### config.mk
export PLATFORM = sky130hd
export DESIGN_NAME = tx_test_pattern
export DESIGN_NICKNAME = d
export VERILOG_FILES = /design/src/tlk_tx_pkg.sv /design/src/tx_test_pattern.sv
export SDC_FILE = /design/constraint.sdc
export NUM_CORES = 1
export LEC_CHECK = 0
export BUFFER_PORTS_ARGS = -buffer_cell sky130_fd_sc_hd__buf_2
export CAP_MARGIN = 20
export CORE_UTILIZATION = 26
export DETAILED_ROUTE_END_ITERATION = 8
export HOLD_SLACK_MARGIN = 0.03
export PLACE_DENSITY = 0.58
export SLEW_MARGIN = 20
export SYNTH_ARGS = -nofsm -noshare
export SYNTH_HDL_FRONTEND = slang
export SYNTH_SLANG_ARGS = --single-unit
### constraint.sdc
create_clock -name clk -period 1.3 [get_ports clk]
set_clock_uncertainty 0.1 [all_clocks]
set_input_delay 0.065 -clock clk [delete_from_list [all_inputs] [get_ports clk]]
set_output_delay 0.065 -clock clk [all_outputs]
set_load 0.02 [all_outputs]
### src/tlk_tx_pkg.sv
`default_nettype none

package tlk_tx_pkg;

    //////////////////////////////
    // widths and depths
    //////////////////////////////

    localparam int DMA_WIDTH     = 64;
    localparam int TXD_WIDTH     = 16;
    localparam int WORDS_PER_DMA = DMA_WIDTH / TXD_WIDTH;
    localparam int FIFO_DEPTH    = 256;
    localparam int FIFO_PTR_W    = $clog2(FIFO_DEPTH);
    // 16-bit words, up to FIFO_DEPTH * WORDS_PER_DMA
    localparam int FIFO_WORDS_W  = 11;

    //////////////////////////////
    // 8b/10b control bytes
    //////////////////////////////

    localparam logic [7:0] K28_5 = 8'hBC;
    localparam logic [7:0] D5_6  = 8'hC5;
    localparam logic [7:0] K28_2 = 8'h5C;
    localparam logic [7:0] K27_7 = 8'hFB;
    localparam logic [7:0] K29_7 = 8'hFD;
    localparam logic [7:0] K30_7 = 8'hFE;

    // comma, only the low byte is a k-char
    localparam logic [TXD_WIDTH-1:0] SYNC_WORD = {D5_6, K28_5};
    localparam logic [TXD_WIDTH-1:0] SOF_WORD  = {K28_2, K27_7};
    localparam logic [TXD_WIDTH-1:0] EOF_WORD  = {K29_7, K30_7};

    //////////////////////////////
    // frame contents
    //////////////////////////////

    localparam logic [TXD_WIDTH-1:0] HEAD_0 = 16'hEB90;
    localparam logic [TXD_WIDTH-1:0] HEAD_1 = 16'hE116;
    localparam logic [7:0] TX_IND   = 8'h81;
    localparam logic [7:0] FILE_END = 8'h01;

    // comma runs and test ramp
    localparam int SYNC_LEN   = 6;
    localparam int GAP_LEN    = 256;
    localparam int LINK_CNT_W = $clog2(GAP_LEN);
    localparam int RAMP_LEN   = 256;
    localparam int RAMP_CNT_W = $clog2(RAMP_LEN);

    //////////////////////////////
    // modes and states
    //////////////////////////////

    typedef enum logic [1:0] {
        MODE_NORM  = 2'd0,
        MODE_KCODE = 2'd1,
        MODE_TEST  = 2'd2
    } tx_mode_e;

    typedef enum logic [3:0] {
        TX_IDLE      = 4'd0,
        TX_SYNC      = 4'd1,
        TX_SOF       = 4'd2,
        TX_HEAD0     = 4'd3,
        TX_HEAD1     = 4'd4,
        TX_FILE_SIGN = 4'd5,
        TX_FRAME_NUM = 4'd6,
        TX_LEN       = 4'd7,
        TX_DATA      = 4'd8,
        TX_CSUM      = 4'd9,
        TX_EOF       = 4'd10,
        TX_GAP       = 4'd11
    } tx_state_e;

    typedef enum logic [1:0] {
        PAT_COMMA1 = 2'd0,
        PAT_COMMA2 = 2'd1,
        PAT_SOF    = 2'd2,
        PAT_DATA   = 2'd3
    } pat_state_e;

endpackage

`default_nettype wire

### src/tx_test_pattern.sv
`default_nettype none

module tx_test_pattern (
    input  logic                             clk,
    input  logic                             i_soft_reset,
    input  logic                             i_run,
    output logic [tlk_tx_pkg::TXD_WIDTH-1:0] o_char,
    output logic                             o_tk_msb,
    output logic                             o_tk_lsb
);
    import tlk_tx_pkg::*;

    pat_state_e            pat_state;
    logic [RAMP_CNT_W-1:0] ramp_cnt;

    always_ff @(posedge clk) begin
        if (i_soft_reset || !i_run) begin
            pat_state <= PAT_COMMA1;
            ramp_cnt  <= '0;
        end else begin
            case (pat_state)
                PAT_COMMA1: pat_state <= PAT_COMMA2;
                PAT_COMMA2: pat_state <= PAT_SOF;
                PAT_SOF:    pat_state <= PAT_DATA;
                PAT_DATA: begin
                    if (ramp_cnt == RAMP_CNT_W'(RAMP_LEN - 1)) begin
                        ramp_cnt  <= '0;
                        pat_state <= PAT_COMMA1;
                    end else begin
                        ramp_cnt <= ramp_cnt + 1'b1;
                    end
                end
                default:    pat_state <= PAT_COMMA1;
            endcase
        end
    end

    // ramp value in both bytes
    assign o_char   = (pat_state == PAT_DATA) ? {ramp_cnt, ramp_cnt} :
                      (pat_state == PAT_SOF)  ? SOF_WORD : SYNC_WORD;
    assign o_tk_msb = (pat_state == PAT_SOF);
    assign o_tk_lsb = (pat_state != PAT_DATA);

endmodule

`default_nettype wire

# After elaboration in Yosys (flattened, before gate mapping)
# Cells that the tools add are included.
dict set report op_classes {
  n_addsub 1
  eq_ne 6
  n_mux 5
  n_reduce_logical 3
}
# cell count
set ops {}
lappend ops {{16-bit two-way mux} 2}
lappend ops {{8-bit by 1-bit adder with 8-bit output, second input constant} 1}
lappend ops {{8-bit == test, second input constant} 1}
lappend ops {{8-bit two-way mux} 1}
lappend ops {{2-bit case mux with 4 select lines} 1}
lappend ops {{2-bit == test, second input constant} 2}
lappend ops {{2-bit inequality test, second input constant} 2}
lappend ops {{2-bit by 1-bit == test with 1-bit output, second input constant} 1}
lappend ops {{2-bit logical NOT} 1}
lappend ops {{2-bit two-way mux} 1}
lappend ops {{1-bit logical NOT} 1}
lappend ops {{1-bit logical OR} 1}
dict set report word_totals {
  ff_bits 10
  input_bits 3
  out_inout_bits 18
  elab_cells 17
}

# Longest topological paths before layout
# Gate-level depths: netlist of the first run.
dict set report logic_depth {
  word_depth 3
  depth_mapped 5
  ltp_nobuf 4
}

# Worst setup path before layout of the first run
# OpenSTA, ideal clock, no wires.
dict set report synth_timing {
  path_kind {register to output}
  startpoint {reg pat_state[1]}
  endpoint {out o_char[1] (netlist bit)}
  arrival_ns 1.270
  required_time_ns 1.135
  slack_ns -0.135
  path_stages_with_launch 5
  path_buffers 1
  cell_sequence {dfxtp_1 -> ha_1 -> buf_4 -> and2_1 -> or2_2}
}
dict set report synth_via {
  elab_chain_len 3
  elab_cells_between_ends 4
}
# element line
set synth_rtl {}
lappend synth_rtl {{start: declaration} tx_test_pattern.sv:13} ;# pat_state_e pat_state;
lappend synth_rtl {{start signal: assignment} tx_test_pattern.sv:18} ;# pat_state <= PAT_COMMA1;
lappend synth_rtl {{start signal: assignment} tx_test_pattern.sv:22} ;# PAT_COMMA1: pat_state <= PAT_COMMA2;
lappend synth_rtl {{start signal: assignment} tx_test_pattern.sv:23} ;# PAT_COMMA2: pat_state <= PAT_SOF;
lappend synth_rtl {{2-bit == test} tx_test_pattern.sv:40} ;# (pat_state == PAT_SOF) ? SOF_WORD : SYNC_WORD;
lappend synth_rtl {{16-bit two-way mux} tx_test_pattern.sv:40}
lappend synth_rtl {{16-bit two-way mux (*)} tx_test_pattern.sv:39} ;# assign o_char = (pat_state == PAT_DATA) ? {ramp_cnt, ramp_cnt} :
lappend synth_rtl {{end: declaration} tx_test_pattern.sv:7} ;# output logic [tlk_tx_pkg::TXD_WIDTH-1:0] o_char,
# Every way passes the cells marked *; elsewhere a longest branch is shown, timed or not.

# Final worst setup path of the first run
dict set report layout_timing {
  startpoint {reg pat_state[0]}
  endpoint {out o_char[1] (netlist bit)}
}
# Same word-level chain as after synthesis.

==> results of run 1 <==
[final timing paths]
kind / to / slack [ns] / depth (start not counted)
setup / recovery: o_char[1] / -0.23 / 5
hold / removal: ramp_cnt[4]$_SDFFE_PP0P_ / 0.07 / 3
hold reg to reg: ramp_cnt[5]$_SDFFE_PP0P_ / 0.48 / 2
setup reg to reg: ramp_cnt[7]$_SDFFE_PP0P_ / -0.18 / 5
[power by group through the flow]
| stage | clock network (uW) | logic (uW) | registers (uW) |
|---|---|---|---|
| after global routing | 234 | 119 | 311 |
| after global placement | 0 | 75.4 | 319 |
| after floorplan | 0 | 46.4 | 319 |
| after CTS | 218 | 108 | 314 |
| final | 204 | 109 | 311 |
| after detailed placement | 0 | 75.9 | 319 |
[per-layer routing]
layer | part of all wire | track usage
met5 | 0 | 0
met2 | 0.52 | 0.294
met1 | 0.42 | 0.189
met4 | 0.011 | 0.0676
met3 | 0.045 | 0.0292
[cell usage after synthesis (2+ instances only)]
| master | count |
|---|---|
| sky130_fd_sc_hd__nand4_1 | 2 |
| sky130_fd_sc_hd__and2_1 | 2 |
| sky130_fd_sc_hd__nand2_1 | 16 |
| sky130_fd_sc_hd__o21ai_0 | 3 |
| sky130_fd_sc_hd__nor2_1 | 5 |
| sky130_fd_sc_hd__or3_1 | 2 |
| sky130_fd_sc_hd__xor2_1 | 2 |
| sky130_fd_sc_hd__buf_4 | 2 |
| sky130_fd_sc_hd__dfxtp_1 | 10 |
| sky130_fd_sc_hd__nand2b_1 | 5 |
| sky130_fd_sc_hd__inv_1 | 5 |
| sky130_fd_sc_hd__ha_1 | 4 |
| sky130_fd_sc_hd__nand3_1 | 3 |
| sky130_fd_sc_hd__mux2i_1 | 2 |
| sky130_fd_sc_hd__nor2b_1 | 2 |
| sky130_fd_sc_hd__a21oi_1 | 5 |
[through the flow]
stage	TNS (ns)	util	hold slack [ns]	cells	setup WS, ns
finish	-2.83	0.568	0.0733	158	-0.234
global route	-4.65	0.568	0.131	158	-0.296
CTS	-2.74	0.560	0.0744	157	-0.243
detailed placement	-0.613	0.416	0.351	147	-0.0902
global placement	-0.394	0.416	0.350	147	-0.0617
floorplan	-0.377	-	0.174	82	-0.0763
[area by class of cell]
| cell class | instances | area, um2 |
|---|---|---|
| Fill cell | 202 | 975 |
| Tap cell | 28 | 35.0 |
| Inverter | 5 | 22.5 |
| Clock buffer | 3 | 22.5 |
| Timing Repair Buffer | 48 | 463 |
| Sequential cell | 10 | 210 |
| Multi-Input combinational cell | 64 | 527 |
[repair_timing]
item                                    in CTS  in global routing
resized for setup                           62                  4
pin swaps                                    4                  1
buffers inserted                             6                  1
gates cloned                                 1                  0
endpoints found under the setup margin      23                 26
[state kept, by name, summed over array words and instances, names as in the netlist]
register	cells
ramp_cnt	8
pat_state	2
[logic make-up (layout without fill, tap and decap cells)]
group	after synthesis	count (layout)
flip-flops	10	10
XOR/XNOR	3	3
buffers and inverters	8	56
AND/OR/NAND/NOR	41	41
multiplexers	2	2
adder cells (fa/ha/maj)	4	4
AO/OA/AOI/OAI	14	14
[critical path, stage by stage (launching register included)]
cell and delay, ns:
sky130_fd_sc_hd__dfxtp_2 0.34, sky130_fd_sc_hd__ha_4 0.17, sky130_fd_sc_hd__buf_6 0.12, sky130_fd_sc_hd__and2_4 0.13, sky130_fd_sc_hd__or2_4 0.22, sky130_fd_sc_hd__buf_6 0.13
==> impl_metrics.py, run 1 <==
metrics = {
    "global_route": {
        "number_of_global_route_vias_before_repair": 779,
        "grt_max_degree": 7,
        "grt_pass1_wl_mm": 3.23,
        "grt_antenna_before_repair": 0,
        "global_route.overflow_total": 0,
        "grt_util_all_layers": 0.164,
    },
    "yosys": {
        "muxShareOfSynthArea": 0.0314,
        "dominantRegCellSynth": "sky130_fd_sc_hd__dfxtp_1",
        "mappedNetlistArea_um2": 638,
        "netlist_instances": 82,
        "asyncSetResetFlopFracSynth": 0,
        "synth_cell_type_count": 28,
        "mappedNetlistNets": 89,
        "share_of_the_synthesized_netlist_area_taken_by_xor_and_xnor_gates": 0.0412,
        "synth_seq_area_share": 0.314,
        "synth-seq-cells": 10,
        "syn_avg_cell_area_um2": 7.78,
        "synth-compound-area-share": 0.135,
        "synth-edff-count": 0,
        "synthAdderAreaFrac": 0.0784,
        "synth_top_area_cell": "sky130_fd_sc_hd__dfxtp_1",
        "synthSimpleGateAreaFrac": 0.339,
        "synth_top_area_frac": 0.314,
        "synth_top_family_by_area": "simple AND/OR/NAND/NOR gates",
        "synth_warnings": 0,
        "synth.area.top_cells": "sky130_fd_sc_hd__dfxtp_1 31%, sky130_fd_sc_hd__nand2_1 9.4%, sky130_fd_sc_hd__ha_1 7.8%, sky130_fd_sc_hd__nand2b_1 4.9%, sky130_fd_sc_hd__a21oi_1 3.9%",
    },
    "power_and_ir_drop": {
        "leakage_uw": 0.000533,
        "design_power_total_uw": 623,
        "seqPwrFrac": 0.498,
        "power_density_nw_per_um2": 487,
        "intPower_uw": 469,
        "vdd_ir_drop_max_mv": 0.380,
        "power.share.switching": 0.249,
        "clock_power_share": 0.327,
        "power_frac_comb": 0.175,
        "power_switching_uw": 155,
    },
    "detailed_routing": {
        "number_of_vias_after_detailed_routing": 762,
        "viasPerCell": 4.82,
        "wirelength_per_cell_um": 11.7,
        "drt_first_iter_violations": 30,
        "drt_first_pass_iters": 4,
        "detail_route.drc_violations": 0,
        "totalWireLength_mm": 1.85,
        "postRouteAntennaNets": 0,
    },
    "placement": {
        "detailed_place.area_um2": 938,
        "dp_wirelength_mm": 1.33,
        "port_buffers": 20,
        "gpl.final_weighted_congestion": 0.796,
    },
    "clocking": {
        "worst_setup_hold_path_clk_slew_ns": 0.07,
        "max-clock-path-buffers": 2,
        "clkSinkCount": 10,
        "hold_buffers": 0,
        "clock_insertion_delay_worst_skew_ns": 0.26,
        "cts_root_buf": "sky130_fd_sc_hd__clkbuf_4",
        "tritoncts": "built",
        "numCtsBuffers": 3,
        "htree_levels": 1,
    },
    "layout": {
        "n_antenna_cell": 0,
        "layout.cells.most_common_list": "22 x sky130_fd_sc_hd__buf_6, 21 x sky130_fd_sc_hd__buf_4, 9 x sky130_fd_sc_hd__nand2_1",
        "most_frequent_standard_cell_in_the_layout_excluding_fill_and_tap_cells": "sky130_fd_sc_hd__buf_6",
        "final_cell_area_um2": 1280,
        "final_net_count": 139,
        "layout-area-overhead-vs-synth_pct": 101,
        "final_layout_size_suffix_gt1_frac": 0.608,
    },
    "run_status": {
        "violations": "negative setup slack",
        "run_status": "finished, violations left",
    },
    "worst_setup_path": {
        "worst-setup-path-type": "flop to output port",
        "critical_path_required_ns": 1.13,
        "crit_path_start": "pat_state[0]$_SDFFE_PP0P_",
        "cp_max_fo": 4,
        "regToRegStartpoint": "pat_state[0]$_SDFFE_PP0P_",
        "critical_path_arrival_ns": 1.37,
        "startpoint_type": "flop",
        "end_kind": "output port",
    },
    "floorplan": {
        "core_area_um2": 2250,
        "width_of_the_die_um": 51.5,
        "i_o_pins": 21,
        "rows": 17,
        "die_height_um": 51.5,
        "starting_density": 0.283,
        "die_area_um2": 2660,
    },
    "min_path": {
        "hold_path.startpoint": "i_run",
        "hp-class": "input pin to flop",
    },
    "sta": {
        "grt_setup_unrepaired": "true",
        "final_period_minus_worst_setup_slack_ns": 1.53,
        "timing_worst_slew_pin_value_ns": 0.294,
        "maxClockFrequency_mhz": 652,
        "timing.max_slew.rel_slack": 0.802,
        "timing.final.setup_violations": 25,
        "final_max_slew_viol_count": 0,
        "fin_crit_sh": 1.18,
        "timing.final.hold_violations": 0,
        "final_critical_path_setup_slack_ns": -0.234,
    },
    "job": {
        "cap_violations": 0,
    },
}
(Power assumes the default switching activity.)
==> inputs of run 2 (changes only) <==
- CORE_ASPECT_RATIO: unset -> 1.25
- REMOVE_ABC_BUFFERS: unset -> 1
==> impl_metrics.py, run 2 (synthesis gave the netlist of run 1 again) <==
metrics = {
    "sta": {
        "grt_setup_unrepaired": "true",
        "final_critical_path_setup_slack_ns": -0.268,
        "finalHoldWorstSlack_ns": 0.0851,
        "timing.final.hold_violations": 0,
        "maxClockFrequency_mhz": 638,
        "timing.max_slew.rel_slack": 0.748,
        "timing_worst_slew_pin_value_ns": 0.375,
        "final_max_slew_viol_count": 0,
        "fin_crit_sh": 1.21,
        "timing.final.setup_violations": 24,
        "final_period_minus_worst_setup_slack_ns": 1.57,
        "fin_setup_tns_ns": -2.87,
    },
    "detailed_routing": {
        "wirelength_per_cell_um": 12.3,
        "detail_route.drc_violations": 0,
        "totalWireLength_mm": 1.96,
        "postRouteAntennaNets": 0,
        "viasPerCell": 4.83,
        "drt_first_iter_violations": 4,
        "number_of_vias_after_detailed_routing": 768,
        "drt_first_pass_iters": 4,
    },
    "worst_setup_path": {
        "worst-setup-path-type": "flop to output port",
        "critical_path_s_most_frequent_cell": "sky130_fd_sc_hd__buf_6",
        "cp_top_family": "buffers and inverters",
        "cp_max_fo": 5,
        "end_kind": "output port",
        "timing.critical_path.cells": "ha_4, buf_6, buf_6, nor2b_4, nor2_4, buf_6",
        "critical_path_arrival_ns": 1.40,
        "startpoint_type": "flop",
        "critical_path_required_ns": 1.13,
        "slowest_stage": "sky130_fd_sc_hd__dfxtp_2",
        "timing.critical_path.buf_inv": 3,
        "critical-path-max-stage-delay_ns": 0.34,
    },
    "clocking": {
        "hold_buffers": 0,
        "clkSinkCount": 10,
        "numCtsBuffers": 3,
        "cts_root_buf": "sky130_fd_sc_hd__clkbuf_4",
        "htree_levels": 1,
        "worst_setup_hold_path_clk_slew_ns": 0.07,
        "clock_insertion_delay_worst_skew_ns": 0.27,
        "max-clock-path-buffers": 2,
        "tritoncts": "built",
    },
    "layout": {
        "final_net_count": 137,
        "n_antenna_cell": 0,
        "layout.cells.most_common_list": "26 x sky130_fd_sc_hd__buf_6, 17 x sky130_fd_sc_hd__buf_4, 8 x sky130_fd_sc_hd__nand2_1",
        "final_layout_size_suffix_gt1_frac": 0.648,
        "post_route_core_utilization": 0.572,
        "layout.filler_cells": 198,
        "final_cell_area_um2": 1290,
        "register_bank_with_the_most_flops": "ramp_cnt",
        "largest_register_ffs": 8,
        "layout_top_registers": "ramp_cnt x8, pat_state x2",
        "layout-area-overhead-vs-synth_pct": 103,
        "most_frequent_standard_cell_in_the_layout_excluding_fill_and_tap_cells": "sky130_fd_sc_hd__buf_6",
    },
    "global_route": {
        "grt_max_degree": 7,
        "grt_pass1_wl_mm": 3.06,
        "global_route.overflow_total": 0,
        "grt_util_all_layers": 0.159,
        "number_of_global_route_vias_before_repair": 742,
        "grt_antenna_before_repair": 0,
    },
    "placement": {
        "port_buffers": 20,
        "dp_wirelength_mm": 1.31,
        "gpl.final_weighted_congestion": 0.792,
        "detailed_place.area_um2": 915,
    },
    "power_and_ir_drop": {
        "power_density_nw_per_um2": 503,
        "seqPwrFrac": 0.484,
        "power_switching_uw": 174,
        "leakage_uw": 0.000528,
        "power.share.switching": 0.268,
        "vdd_ir_drop_max_mv": 0.470,
        "clock_power_share": 0.340,
        "intPower_uw": 475,
        "power_frac_comb": 0.177,
    },
    "floorplan": {
        "starting_density": 0.283,
        "die_area_um2": 2660,
        "width_of_the_die_um": 46.3,
        "core_area_um2": 2260,
        "i_o_pins": 21,
        "die_height_um": 57.4,
        "rows": 19,
    },
    "job": {
        "cap_violations": 0,
    },
    "min_path": {
        "hp-class": "input pin to flop",
    },
    "run_status": {
        "violations": "negative setup slack",
        "run_status": "finished, violations left",
    },
}
-- run 2: cell types whose count changed in the layout (fill, tap and decap cells not counted), sizes merged --
| cell | previous run | this run |
|---|---|---|
| inv | 4 | 5 |
| buf | 48 | 46 |
| clkinvlp | 1 | 0 |
-- run 2: metrics by stage --
stage / total power (uW) / worst slack [ns] / instances
floorplan: 362 / -0.508 / 79
global placement: 393 / -0.107 / 151
detailed placement: 395 / -0.156 / 151
CTS: 650 / -0.242 / 158
global route: 676 / -0.293 / 159
finish: 650 / -0.268 / 159
-- run 2: area by class of cell --
class	count	area [um2]	share of cell area
Multi-Input combinational cell	64	559	0.433
Timing Repair Buffer	46	445	0.345
Sequential cell	10	205	0.159
Tap cell	31	38.8	0.0300
Clock buffer	3	22.5	0.0174
Inverter	5	21.3	0.0165
-- run 2: path summary, 6_finish.rpt --
path	startpoint	endpoint	slack (ns)	depth (start not counted)
worst max register to register	pat_state[1]$_SDFFE_PP0P_	ramp_cnt[7]$_SDFFE_PP0P_	-0.12	5
worst min-delay path	i_run	ramp_cnt[1]$_SDFFE_PP0P_	0.09	3
worst min register to register	ramp_cnt[5]$_SDFFE_PP0P_	ramp_cnt[5]$_SDFFE_PP0P_	0.53	2
worst max-delay path	pat_state[1]$_SDFFE_PP0P_	o_char[8]	-0.27	6
-- run 2: layer usage --
metal,vias to the layer above,part of all wire,track usage
li1,374,-,-
met1,369,0.40,0.171
met2,20,0.56,0.276
met3,5,0.025,0.0380
met4,0,0.020,0.0756
met5,-,0,0
-- run 2: power by group through the flow --
stage	registers, uW	logic [uW]	clock network [uW]
finish	314	115	221
global route	314	123	239
CTS	314	106	230
detailed placement	318	76.5	0
global placement	318	75.0	0
floorplan	319	43.3	0
-- run 2: repair_timing --
action,4_1_cts,5_1_grt
gates cloned,1,0
endpoints found under the setup margin,25,26
setup buffers,3,1
pin swaps,4,5
gates resized for setup,64,27
-- run 2: worst register-to-register path, cell delays in order, from the launching register on --
cell and delay [ns]:
sky130_fd_sc_hd__dfxtp_2 0.36, sky130_fd_sc_hd__ha_4 0.15, sky130_fd_sc_hd__buf_6 0.13, sky130_fd_sc_hd__nand4_1 0.13
sky130_fd_sc_hd__a211o_1 0.28, sky130_fd_sc_hd__and3_1 0.16
