`config.mk`:
```
export PLATFORM = sky130hd
export DESIGN_NAME = tx_frame_fsm
export DESIGN_NICKNAME = d
export VERILOG_FILES = /design/src/tlk_tx_pkg.sv /design/src/tx_frame_fsm.sv
export SDC_FILE = /design/constraint.sdc
export NUM_CORES = 1
export LEC_CHECK = 0
export ABC_CLOCK_PERIOD_IN_PS = 4300
export BUFFER_PORTS_ARGS = -buffer_cell sky130_fd_sc_hd__buf_2
export CAP_MARGIN = 40
export CORE_UTILIZATION = 59
export CTS_BUF_LIST = sky130_fd_sc_hd__clkbuf_8
export CTS_CLUSTER_SIZE = 8
export DETAILED_ROUTE_END_ITERATION = 10
export GPL_ROUTABILITY_DRIVEN = 0
export GPL_TIMING_DRIVEN = 1
export PLACE_DENSITY = 0.83
export SLEW_MARGIN = 10
export SYNTH_ARGS = -nofsm -noshare
export SYNTH_HDL_FRONTEND = slang
export SYNTH_SLANG_ARGS = --single-unit
```
`constraint.sdc`:
```
create_clock -name clk -period 4.3 [get_ports clk]
set_clock_uncertainty 0.05 [all_clocks]
set_input_delay 0.43 -clock clk [delete_from_list [all_inputs] [get_ports clk]]
set_output_delay 0.43 -clock clk [all_outputs]
set_load 0.005 [all_outputs]
```
`src/tlk_tx_pkg.sv`:
```
`default_nettype none

package tlk_tx_pkg;

    //////////////////////////////
    // widths and depths
    //////////////////////////////

    localparam int DMA_WIDTH     = 64;
    localparam int TXD_WIDTH     = 16;
    localparam int WORDS_PER_DMA = DMA_WIDTH / TXD_WIDTH;
    localparam int FIFO_DEPTH    = 256;
    localparam int FIFO_PTR_W    = $clog2(FIFO_DEPTH);
    // 16-bit words, up to FIFO_DEPTH * WORDS_PER_DMA
    localparam int FIFO_WORDS_W  = 11;

    //////////////////////////////
    // 8b/10b control bytes
    //////////////////////////////

    localparam logic [7:0] K28_5 = 8'hBC;
    localparam logic [7:0] D5_6  = 8'hC5;
    localparam logic [7:0] K28_2 = 8'h5C;
    localparam logic [7:0] K27_7 = 8'hFB;
    localparam logic [7:0] K29_7 = 8'hFD;
    localparam logic [7:0] K30_7 = 8'hFE;

    // comma, only the low byte is a k-char
    localparam logic [TXD_WIDTH-1:0] SYNC_WORD = {D5_6, K28_5};
    localparam logic [TXD_WIDTH-1:0] SOF_WORD  = {K28_2, K27_7};
    localparam logic [TXD_WIDTH-1:0] EOF_WORD  = {K29_7, K30_7};

    //////////////////////////////
    // frame contents
    //////////////////////////////

    localparam logic [TXD_WIDTH-1:0] HEAD_0 = 16'hEB90;
    localparam logic [TXD_WIDTH-1:0] HEAD_1 = 16'hE116;
    localparam logic [7:0] TX_IND   = 8'h81;
    localparam logic [7:0] FILE_END = 8'h01;

    // comma runs and test ramp
    localparam int SYNC_LEN   = 6;
    localparam int GAP_LEN    = 256;
    localparam int LINK_CNT_W = $clog2(GAP_LEN);
    localparam int RAMP_LEN   = 256;
    localparam int RAMP_CNT_W = $clog2(RAMP_LEN);

    //////////////////////////////
    // modes and states
    //////////////////////////////

    typedef enum logic [1:0] {
        MODE_NORM  = 2'd0,
        MODE_KCODE = 2'd1,
        MODE_TEST  = 2'd2
    } tx_mode_e;

    typedef enum logic [3:0] {
        TX_IDLE      = 4'd0,
        TX_SYNC      = 4'd1,
        TX_SOF       = 4'd2,
        TX_HEAD0     = 4'd3,
        TX_HEAD1     = 4'd4,
        TX_FILE_SIGN = 4'd5,
        TX_FRAME_NUM = 4'd6,
        TX_LEN       = 4'd7,
        TX_DATA      = 4'd8,
        TX_CSUM      = 4'd9,
        TX_EOF       = 4'd10,
        TX_GAP       = 4'd11
    } tx_state_e;

    typedef enum logic [1:0] {
        PAT_COMMA1 = 2'd0,
        PAT_COMMA2 = 2'd1,
        PAT_SOF    = 2'd2,
        PAT_DATA   = 2'd3
    } pat_state_e;

endpackage

`default_nettype wire

```
`src/tx_frame_fsm.sv`:
```
`default_nettype none

module tx_frame_fsm (
    input  logic                                clk,
    input  logic                                i_soft_reset,
    input  logic                                i_start_norm,
    input  logic [tlk_tx_pkg::TXD_WIDTH-1:0]    i_packet_body,
    input  logic [tlk_tx_pkg::TXD_WIDTH-1:0]    i_packet_tail,
    input  logic [tlk_tx_pkg::TXD_WIDTH-1:0]    i_body_num,
    input  logic [tlk_tx_pkg::TXD_WIDTH-1:0]    i_fifo_data,
    input  logic [tlk_tx_pkg::FIFO_WORDS_W-1:0] i_fifo_words,
    output logic                                o_fifo_rd,
    output logic [tlk_tx_pkg::TXD_WIDTH-1:0]    o_char,
    output logic                                o_tk_msb,
    output logic                                o_tk_lsb,
    output logic                                o_tx_interrupt
);
    import tlk_tx_pkg::*;

    tx_state_e             state;
    tx_state_e             state_next;
    logic                  cfg_pending;
    logic                  last_frame;
    logic [LINK_CNT_W-1:0] link_cnt;
    logic [TXD_WIDTH-1:0]  frame_cnt;
    logic [TXD_WIDTH-1:0]  valid_len;
    logic [TXD_WIDTH-1:0]  data_cnt;
    logic [TXD_WIDTH-1:0]  checksum;
    logic [TXD_WIDTH-1:0]  next_len;
    logic                  frame_ready;
    logic                  sync_done;
    logic                  gap_done;
    logic                  data_done;

    // length of the frame about to start, lengths are in bytes
    assign next_len    = (frame_cnt == i_body_num) ? i_packet_tail : i_packet_body;
    assign frame_ready = cfg_pending &&
                         (TXD_WIDTH'(i_fifo_words) >= {1'b0, next_len[TXD_WIDTH-1:1]});

    assign sync_done = (link_cnt == LINK_CNT_W'(SYNC_LEN - 1));
    assign gap_done  = (link_cnt == LINK_CNT_W'(GAP_LEN - 1));
    assign data_done = (data_cnt == {1'b0, valid_len[TXD_WIDTH-1:1]} - TXD_WIDTH'(1));

    always_comb begin
        state_next = state;
        case (state)
            TX_IDLE: begin
                // sync commas only ahead of the first frame
                if (frame_ready) begin
                    state_next = (frame_cnt == '0) ? TX_SYNC : TX_SOF;
                end
            end
            TX_SYNC:      if (sync_done) state_next = TX_SOF;
            TX_SOF:       state_next = TX_HEAD0;
            TX_HEAD0:     state_next = TX_HEAD1;
            TX_HEAD1:     state_next = TX_FILE_SIGN;
            TX_FILE_SIGN: state_next = TX_FRAME_NUM;
            TX_FRAME_NUM: state_next = TX_LEN;
            TX_LEN:       state_next = (valid_len == '0) ? TX_CSUM : TX_DATA;
            TX_DATA:      if (data_done) state_next = TX_CSUM;
            TX_CSUM:      state_next = TX_EOF;
            TX_EOF:       state_next = TX_GAP;
            TX_GAP:       if (gap_done) state_next = TX_IDLE;
            default:      state_next = TX_IDLE;
        endcase
    end

    //////////////////////////////
    // state and counters
    //////////////////////////////

    always_ff @(posedge clk) begin
        if (i_soft_reset) begin
            state          <= TX_IDLE;
            cfg_pending    <= 1'b0;
            last_frame     <= 1'b0;
            link_cnt       <= '0;
            frame_cnt      <= '0;
            data_cnt       <= '0;
            o_tx_interrupt <= 1'b0;
        end else begin
            state <= state_next;
            if (i_start_norm) begin
                cfg_pending <= 1'b1;
            end else if (state == TX_EOF && last_frame) begin
                cfg_pending <= 1'b0;
            end
            if (state == TX_SYNC || state == TX_GAP) begin
                link_cnt <= link_cnt + 1'b1;
            end else begin
                link_cnt <= '0;
            end
            if (state == TX_SOF) begin
                last_frame <= (frame_cnt == i_body_num);
            end
            if (state == TX_EOF) begin
                frame_cnt <= last_frame ? '0 : frame_cnt + 1'b1;
            end
            if (state == TX_DATA) begin
                data_cnt <= data_cnt + 1'b1;
            end else begin
                data_cnt <= '0;
            end
            o_tx_interrupt <= (state == TX_GAP) && gap_done && last_frame;
        end
    end

    always_ff @(posedge clk) begin
        if (state == TX_SOF) begin
            valid_len <= next_len;
        end
    end

    // sum of everything between header and checksum
    always_ff @(posedge clk) begin
        case (state)
            TX_SOF:                                     checksum <= '0;
            TX_FILE_SIGN, TX_FRAME_NUM, TX_LEN, TX_DATA: checksum <= checksum + o_char;
            default:                                    checksum <= checksum;
        endcase
    end

    //////////////////////////////
    // character per state
    //////////////////////////////

    assign o_fifo_rd = (state == TX_DATA);

    always_comb begin
        o_char   = '0;
        o_tk_msb = 1'b0;
        o_tk_lsb = 1'b0;
        case (state)
            TX_SYNC, TX_GAP: begin
                o_char   = SYNC_WORD;
                o_tk_lsb = 1'b1;
            end
            TX_SOF: begin
                o_char   = SOF_WORD;
                o_tk_msb = 1'b1;
                o_tk_lsb = 1'b1;
            end
            TX_HEAD0:     o_char = HEAD_0;
            TX_HEAD1:     o_char = HEAD_1;
            TX_FILE_SIGN: o_char = {TX_IND, last_frame ? FILE_END : 8'h00};
            TX_FRAME_NUM: o_char = frame_cnt;
            TX_LEN:       o_char = valid_len;
            TX_DATA:      o_char = i_fifo_data;
            TX_CSUM:      o_char = checksum;
            TX_EOF: begin
                o_char   = EOF_WORD;
                o_tk_msb = 1'b1;
                o_tk_lsb = 1'b1;
            end
            default:      o_char = '0;
        endcase
    end

    // data is read as 16-bit words, so odd lengths cannot be framed
    a_even_len: assert property (
        @(posedge clk) disable iff (i_soft_reset)
        (state == TX_SOF) |=> !valid_len[0]
    );

endmodule

`default_nettype wire

```
# After elaboration in Yosys (flattened, before gate mapping)
# Index checks and enable logic that the tools add are counted.
# word_totals
reg_bits,79
output_inout_bits,20
elab_cells,69
# op_classes
add_sub_neg,5
magnitude_cmp,1
n_eq_ne,19
n_mux,16
bitwise,2
n_reduce_logical,17
# ops
operator,count
case mux 16 bit (10 select lines),1
case mux 4 bit (12 select lines),1
adder 16 x 1 -> 16 bit (second input constant),2
equality test 16 bit,2
logical NOT 16 bit,2
two-way mux 16 bit,2
case mux 16 bit (2 select lines),1
adder 16 bit,1
equality test 4 x 3 -> 1 bit (second input constant),4
equality test 4 bit (second input constant),4
two-way mux 4 bit,4
subtractor 15 x 1 -> 16 bit (second input constant),1
>= comparator 11 x 15 -> 1 bit,1
adder 8 x 1 -> 8 bit (second input constant),1
equality test 4 x 2 -> 1 bit (second input constant),2
equality test 8 x 3 -> 1 bit (second input constant),1
equality test 8 bit (second input constant),1
OR reduction 2 bit,4
OR reduction 4 bit,2
two-way mux 1 bit,6
inequality test 2 bit (second input constant),3
equality test 4 x 1 -> 1 bit (second input constant),1
logical AND 1 bit,4
logical NOT 4 bit,1
6 further kinds,8

# Logic depth before layout (Yosys ltp)
# logic_depth
depth_word,6
depth_mapped,16
depth_no_buf,14

# Worst setup path before layout
# Ideal clock, no wire load.
# synth_timing
path_kind,reg2reg
start,reg state[0]
end,reg checksum[14] (data pin)
setup_ns,0.260
arrival_ns,3.355
t_required_ns,3.990
path_slack_ns,0.635
stages_incl_launch_ff,15
n_path_buf,2
period_less_slack_ns,3.665
cell_sequence,dfxtp_1 -> clkbuf_1 -> nor3_1 -> clkbuf_1 -> a222oi_1 -> o21ai_0 -> ha_1 -> fa_1 -> a21o_1 -> a21o_1 -> a31oi_1 -> a21oi_1 -> a31oi_1 -> o21bai_1 -> mux2_2
# synth_lines
element,line_no,source
start: declaration,tx_frame_fsm.sv:20,tx_state_e state;
start signal: assignment,tx_frame_fsm.sv:82,state <= state_next;
equality test 4 bit,-,
net o_fifo_rd,tx_frame_fsm.sv:12,"output logic o_fifo_rd,"
case mux 16 bit (10 select lines),tx_frame_fsm.sv:133,case (state)
net o_char (one bit),tx_frame_fsm.sv:13,"output logic [tlk_tx_pkg::TXD_WIDTH-1:0] o_char,"
adder 16 bit,tx_frame_fsm.sv:118,"TX_FILE_SIGN, TX_FRAME_NUM, TX_LEN, TX_DATA: checksum <= checksum + o_char;"
case mux 16 bit (2 select lines),tx_frame_fsm.sv:116,case (state)
end signal: assignment,tx_frame_fsm.sv:118,
end signal: assignment,tx_frame_fsm.sv:119,default: checksum <= checksum;
end: declaration,tx_frame_fsm.sv:28,logic [TXD_WIDTH-1:0] checksum;
# The timed path passes the listed nets, and every way through them passes these cells.
# A chain may end at the register's enable or synchronous reset.

# Worst setup path in the final report
# layout_timing
start,reg frame_cnt[6]
end,reg state[1]
# layout_via
elab_chain_len,6
# layout_lines
element,line_no,source
start: declaration,tx_frame_fsm.sv:25,logic [TXD_WIDTH-1:0] frame_cnt;
start signal: assignment,tx_frame_fsm.sv:97,frame_cnt <= last_frame ? '0 : frame_cnt + 1'b1;
equality test 16 bit,tx_frame_fsm.sv:36,assign next_len = (frame_cnt == i_body_num) ? i_packet_tail : i_packet_body;
two-way mux 16 bit,tx_frame_fsm.sv:36,
>= comparator 11 x 15 -> 1 bit,tx_frame_fsm.sv:38,"(TXD_WIDTH'(i_fifo_words) >= {1'b0, next_len[TXD_WIDTH-1:1]});"
logical AND 1 bit,tx_frame_fsm.sv:37,assign frame_ready = cfg_pending &&
inequality test 2 bit (no line),-,
AND reduction 4 bit (no line),-,
# Parallel ways exist; a longest one is shown, timed or not. The select of a mux whose other input is x is not followed.

==> qor_table.md <==
| Result | Reported | Unit |
|:---|:---|:---|
| Result of the run | complete, no violations | - |
| Setup violations, final | 0 | - |
| Via count of the first global-routing pass | 5117 | - |
| TritonCTS buffer count | 9 | - |
| I/O pin total | 98 | - |
| First-pass GRT wire length | 24.3 | mm |
| Placement Cell Area | 6230 | um2 |
| Clock net sink count | 79 | - |
| Max Slew Vio Count | 0 | - |
| Startpoint kind of the worst setup timing path | register | - |
| Horizontal die dimension | 99.6 | um |
| Share of the clock period used by the worst path after layout | 0.920 | - |
| Routed wire length | 15.1 | mm |
| Max-cap violation count | 0 | - |
| Core outline area | 9240 | um2 |
| Drt pass-1 iters | 5 | - |
| Critical path data required time | 4.51 | ns |
| Fraction of synthesized area in multiplexers | 0.0431 | - |
| Number of vias in the routed layout | 5437 | - |
| Number of nets in the layout | 849 | - |
| Buffers added on ports | 97 | - |
| Number of remaining DRC errors | 0 | - |
| Area share of xor/xnor cells in the synthesized design | 0.121 | - |
| Setup TNS Final | 0 | ns |
| Post-placement cell count | 855 | - |
| Number of antenna violations at the first check in global routing | 0 | - |
| Final core utilization | 0.698 | - |
| Count of fill cells added during filler insertion | 723 | - |
| Arrival time at the worst endpoint | 4.16 | ns |
| Syn avg cell area | 8.67 | um2 |
| Sequential area share after synthesis | 0.338 | - |
| Multi-input gate area | 3450 | um2 |
| Classification of the worst setup path | reg2reg | - |
| Number of cells upsized or downsized after cts | 0 | - |
| Rel. slew slack | 0.532 | - |
| Post-layout minimum cycle time | 3.95 | ns |
| Highest ir drop seen on vdd | 0.135 | mV |
| Per-cell routed wire length | 17.3 | um |
| FF-to-FF setup slack | 0.35 | ns |
| Hpwl dp | 11.6 | mm |
| Dominant synthesized flop cell | sky130_fd_sc_hd__dfxtp_1 | - |
| Compound-gate portion of the synthesized area | 0.156 | - |
| Count of flip-flops with a built-in enable after synthesis | 32 | - |
| Leakage | 2.58 | nW |
| Number of H-tree branching levels | 3 | - |
| Die area | 9930 | um2 |
| Ratio of cells with drive above 1 in the final layout | 0.199 | - |
| Iteration-0 DRC count of the detailed router | 435 | - |
| Quantity of hold-fixing buffers added after cts | 0 | - |
| Number of vias per cell after detailed routing | 6.24 | - |
| Async SR Flop Fraction | 0 | - |
| CTS root buf | sky130_fd_sc_hd__clkbuf_8 | - |
| Layout overhead on the synthesized area | 14.7 | % |
| Maximum fanout count along the critical path | 8 | - |
| Starting utilization of the core area | 0.609 | - |
| Post-CTS setup buffer count | 0 | - |
| Final cell area excluding filler cells | 6450 | um2 |
| Synthesized-area fraction occupied by adder cells | 0.0747 | - |
| Total inserted antenna cells | 0 | - |
| Total global-route track usage | 0.314 | - |
| Maximum number of pins on one net before global-route repair | 23 | - |
| Simple-gate share of the synthesized area | 0.217 | - |
| Site row count | 35 | - |
| Pwr/cell area | 229 | nW/um2 |
| Path type of the worst min-delay path | in2reg | - |
| Cell area after technology mapping | 5630 | um2 |
| Largest family of logic cells by synthesized area | simple AND/OR/NAND/NOR gates | - |
| Crit end category | register | - |
| Area of all sequential standard cells | 1900 | um2 |
| Antenna-violating nets left | 0 | - |
| Clock tree from TritonCTS | done | - |
| Tightest Pin Transition | 0.699 | ns |
| Setup repair after global routing missed its margin | false | - |
| Highest clock rate | 0.253 | GHz |
| Final-report hold violation count | 0 | - |
| Synth Register Bits | 79 | - |
| Synth Net Count | 760 | - |
| Library cells used by synthesis | 63 | - |
| Clock-pin transition on the worst setup and hold timing paths | 0.10 | ns |
| Clk Latency, worst-skew pair | 0.38 | ns |
| Die extent in y | 99.6 | um |
| Number of buffers on the longest clock path | 2 | - |
| YS warnings | 0 | - |
| Final cell count without fillers | 872 | - |
| Leftover overflow at the end of global routing | 0 | - |
| Synthesized netlist cell count | 649 | - |
## where the power goes
part           total (mW)  internal (mW)  switching (mW)
clock network       0.603          0.282           0.321
logic              0.0974         0.0517          0.0457
registers           0.777          0.776        0.000922
total                1.48           1.11           0.367
## critical path: stages, from the launching register on
cell	delay (ns)
sky130_fd_sc_hd__dfxtp_1	0.57
sky130_fd_sc_hd__xnor2_1	0.17
sky130_fd_sc_hd__nand4_1	0.17
sky130_fd_sc_hd__nor4_4	0.58
sky130_fd_sc_hd__buf_4	0.28
sky130_fd_sc_hd__mux2i_1	0.27
sky130_fd_sc_hd__ha_1	0.29
sky130_fd_sc_hd__a21oi_1	0.12
sky130_fd_sc_hd__o21ai_0	0.09
sky130_fd_sc_hd__o21bai_1	0.15
sky130_fd_sc_hd__a2111oi_0	0.57
sky130_fd_sc_hd__o41ai_1	0.20
sky130_fd_sc_hd__a31oi_1	0.24
sky130_fd_sc_hd__nor3_1	0.08
## final cells by class
cell class                 instances  share of cell area
inverter                          33              0.0192
timing repair buffer             112              0.0939
tap                              129              0.0250
clock buffer                       9              0.0192
sequential                        79               0.295
multi-input combinational        503               0.534
clock inverter                     7              0.0136
## state kept, by name (all words and copies together) (netlist names)
name and flops:
cfg_pending 1, checksum 16, last_frame 1, state 4, link_cnt 8, data_cnt 16, valid_len 16, frame_cnt 16
o_tx_interrupt 1
## cell usage in the layout, fill, tap and decap left out, types with 3 or more instances in the layout
| cell type | netlist | layout |
|---|---|---|
| sky130_fd_sc_hd__a221o_1 | 5 | 5 |
| sky130_fd_sc_hd__edfxtp_1 | 32 | 32 |
| sky130_fd_sc_hd__dfxtp_1 | 47 | 47 |
| sky130_fd_sc_hd__mux2i_1 | 13 | 13 |
| sky130_fd_sc_hd__mux2_2 | 10 | 10 |
| sky130_fd_sc_hd__and4_1 | 3 | 3 |
| sky130_fd_sc_hd__nor4_1 | 10 | 10 |
| sky130_fd_sc_hd__a22oi_1 | 12 | 12 |
| sky130_fd_sc_hd__a21o_1 | 10 | 10 |
| sky130_fd_sc_hd__ha_1 | 32 | 32 |
| sky130_fd_sc_hd__nor3_1 | 17 | 16 |
| sky130_fd_sc_hd__o22ai_1 | 4 | 4 |
| sky130_fd_sc_hd__nor2b_1 | 10 | 10 |
| sky130_fd_sc_hd__nand2b_1 | 9 | 9 |
| sky130_fd_sc_hd__nor2_1 | 74 | 74 |
| sky130_fd_sc_hd__a221oi_1 | 3 | 3 |
| sky130_fd_sc_hd__nor3_2 | 3 | 4 |
| sky130_fd_sc_hd__and2_1 | 5 | 5 |
| sky130_fd_sc_hd__nand4_1 | 17 | 17 |
| sky130_fd_sc_hd__xnor2_1 | 46 | 46 |
| sky130_fd_sc_hd__buf_2 | 5 | 97 |
| sky130_fd_sc_hd__inv_1 | 32 | 32 |
| sky130_fd_sc_hd__a21oi_1 | 34 | 34 |
| sky130_fd_sc_hd__clkbuf_8 | 0 | 9 |
| sky130_fd_sc_hd__nor3b_1 | 4 | 4 |
| sky130_fd_sc_hd__nand2_1 | 32 | 32 |
| sky130_fd_sc_hd__a31oi_1 | 15 | 15 |
| sky130_fd_sc_hd__and3_1 | 4 | 4 |
| sky130_fd_sc_hd__nand3_1 | 28 | 28 |
| sky130_fd_sc_hd__or3_1 | 7 | 7 |
| sky130_fd_sc_hd__xor2_1 | 32 | 32 |
| sky130_fd_sc_hd__o21ai_0 | 32 | 32 |
| sky130_fd_sc_hd__buf_4 | 2 | 14 |
| sky130_fd_sc_hd__o21bai_1 | 3 | 3 |
## kinds of logic (layout without fill, tap and decap cells)
family          Yosys count  after routing
compound gates          136            136
flops                    79             79
simple gates            233            233
xor+xnor                 78             78
buf+inv                  67            161
mux                      23             23
fa+ha+maj                33             33
## path summary, 6_finish.rpt
check,cells past startpoint,startpoint,end
worst max register to register,13,frame_cnt[6]$_SDFFE_PP0P_,state[1]$_SDFFE_PP0P_
worst min-delay path,3,i_start_norm,cfg_pending$_SDFFE_PP0P_
worst min register to register,2,cfg_pending$_SDFFE_PP0P_,cfg_pending$_SDFFE_PP0P_
worst max-delay path,13,frame_cnt[6]$_SDFFE_PP0P_,state[1]$_SDFFE_PP0P_
## per-stage QoR
stage	total power [mW]	hold WS [ns]	worst slack, ns
after floorplan	0.839	0.379	0.635
final	1.48	0.260	0.346
after global placement	0.886	0.404	0.577
after global routing	1.52	0.265	0.0339
after CTS	1.48	0.262	0.353
after detailed placement	0.890	0.412	0.408
## synthesized netlist by cell type, types with 2 or more instances
library cell / number / area, um2
sky130_fd_sc_hd__nor2b_1: 10 / 62.6
sky130_fd_sc_hd__mux2_2: 10 / 113
sky130_fd_sc_hd__nor2_1: 74 / 278
sky130_fd_sc_hd__ha_1: 32 / 400
sky130_fd_sc_hd__nor4_1: 10 / 62.6
sky130_fd_sc_hd__and2_1: 5 / 31.3
sky130_fd_sc_hd__buf_4: 2 / 15.0
sky130_fd_sc_hd__a22oi_1: 12 / 90.1
sky130_fd_sc_hd__buf_6: 2 / 22.5
sky130_fd_sc_hd__a221oi_1: 3 / 26.3
sky130_fd_sc_hd__buf_2: 5 / 25.0
sky130_fd_sc_hd__nor3_2: 3 / 30.0
sky130_fd_sc_hd__nand3_1: 28 / 140
sky130_fd_sc_hd__o21ai_0: 32 / 160
sky130_fd_sc_hd__or3_1: 7 / 43.8
sky130_fd_sc_hd__mux2i_1: 13 / 130
sky130_fd_sc_hd__nand2_1: 32 / 120
sky130_fd_sc_hd__nand2b_1: 9 / 56.3
sky130_fd_sc_hd__a21o_1: 10 / 75.1
sky130_fd_sc_hd__a31oi_1: 15 / 93.8
sky130_fd_sc_hd__inv_1: 32 / 120
sky130_fd_sc_hd__nand4_1: 17 / 106
sky130_fd_sc_hd__o21bai_1: 3 / 22.5
sky130_fd_sc_hd__a221o_1: 5 / 50.1
sky130_fd_sc_hd__buf_1: 5 / 18.8
sky130_fd_sc_hd__a21oi_1: 34 / 170
sky130_fd_sc_hd__clkbuf_1: 20 / 75.1
sky130_fd_sc_hd__and3_1: 4 / 25.0
sky130_fd_sc_hd__and4_1: 3 / 26.3
sky130_fd_sc_hd__nor3b_1: 4 / 30.0
sky130_fd_sc_hd__nor4b_1: 2 / 17.5
sky130_fd_sc_hd__edfxtp_1: 32 / 961
sky130_fd_sc_hd__xnor2_1: 46 / 403
sky130_fd_sc_hd__nor3_1: 17 / 85.1
sky130_fd_sc_hd__a222oi_1: 2 / 20.0
sky130_fd_sc_hd__o2111ai_1: 2 / 17.5
sky130_fd_sc_hd__xor2_1: 32 / 280
sky130_fd_sc_hd__dfxtp_1: 47 / 941
sky130_fd_sc_hd__o22ai_1: 4 / 25.0
## layer usage
layer,part of all wire,global-route usage
met1,0.38,0.375
met2,0.47,0.538
met3,0.10,0.0548
met5,0,0
met4,0.043,0.169
No activity file was read; power rests on OpenSTA's default activity.
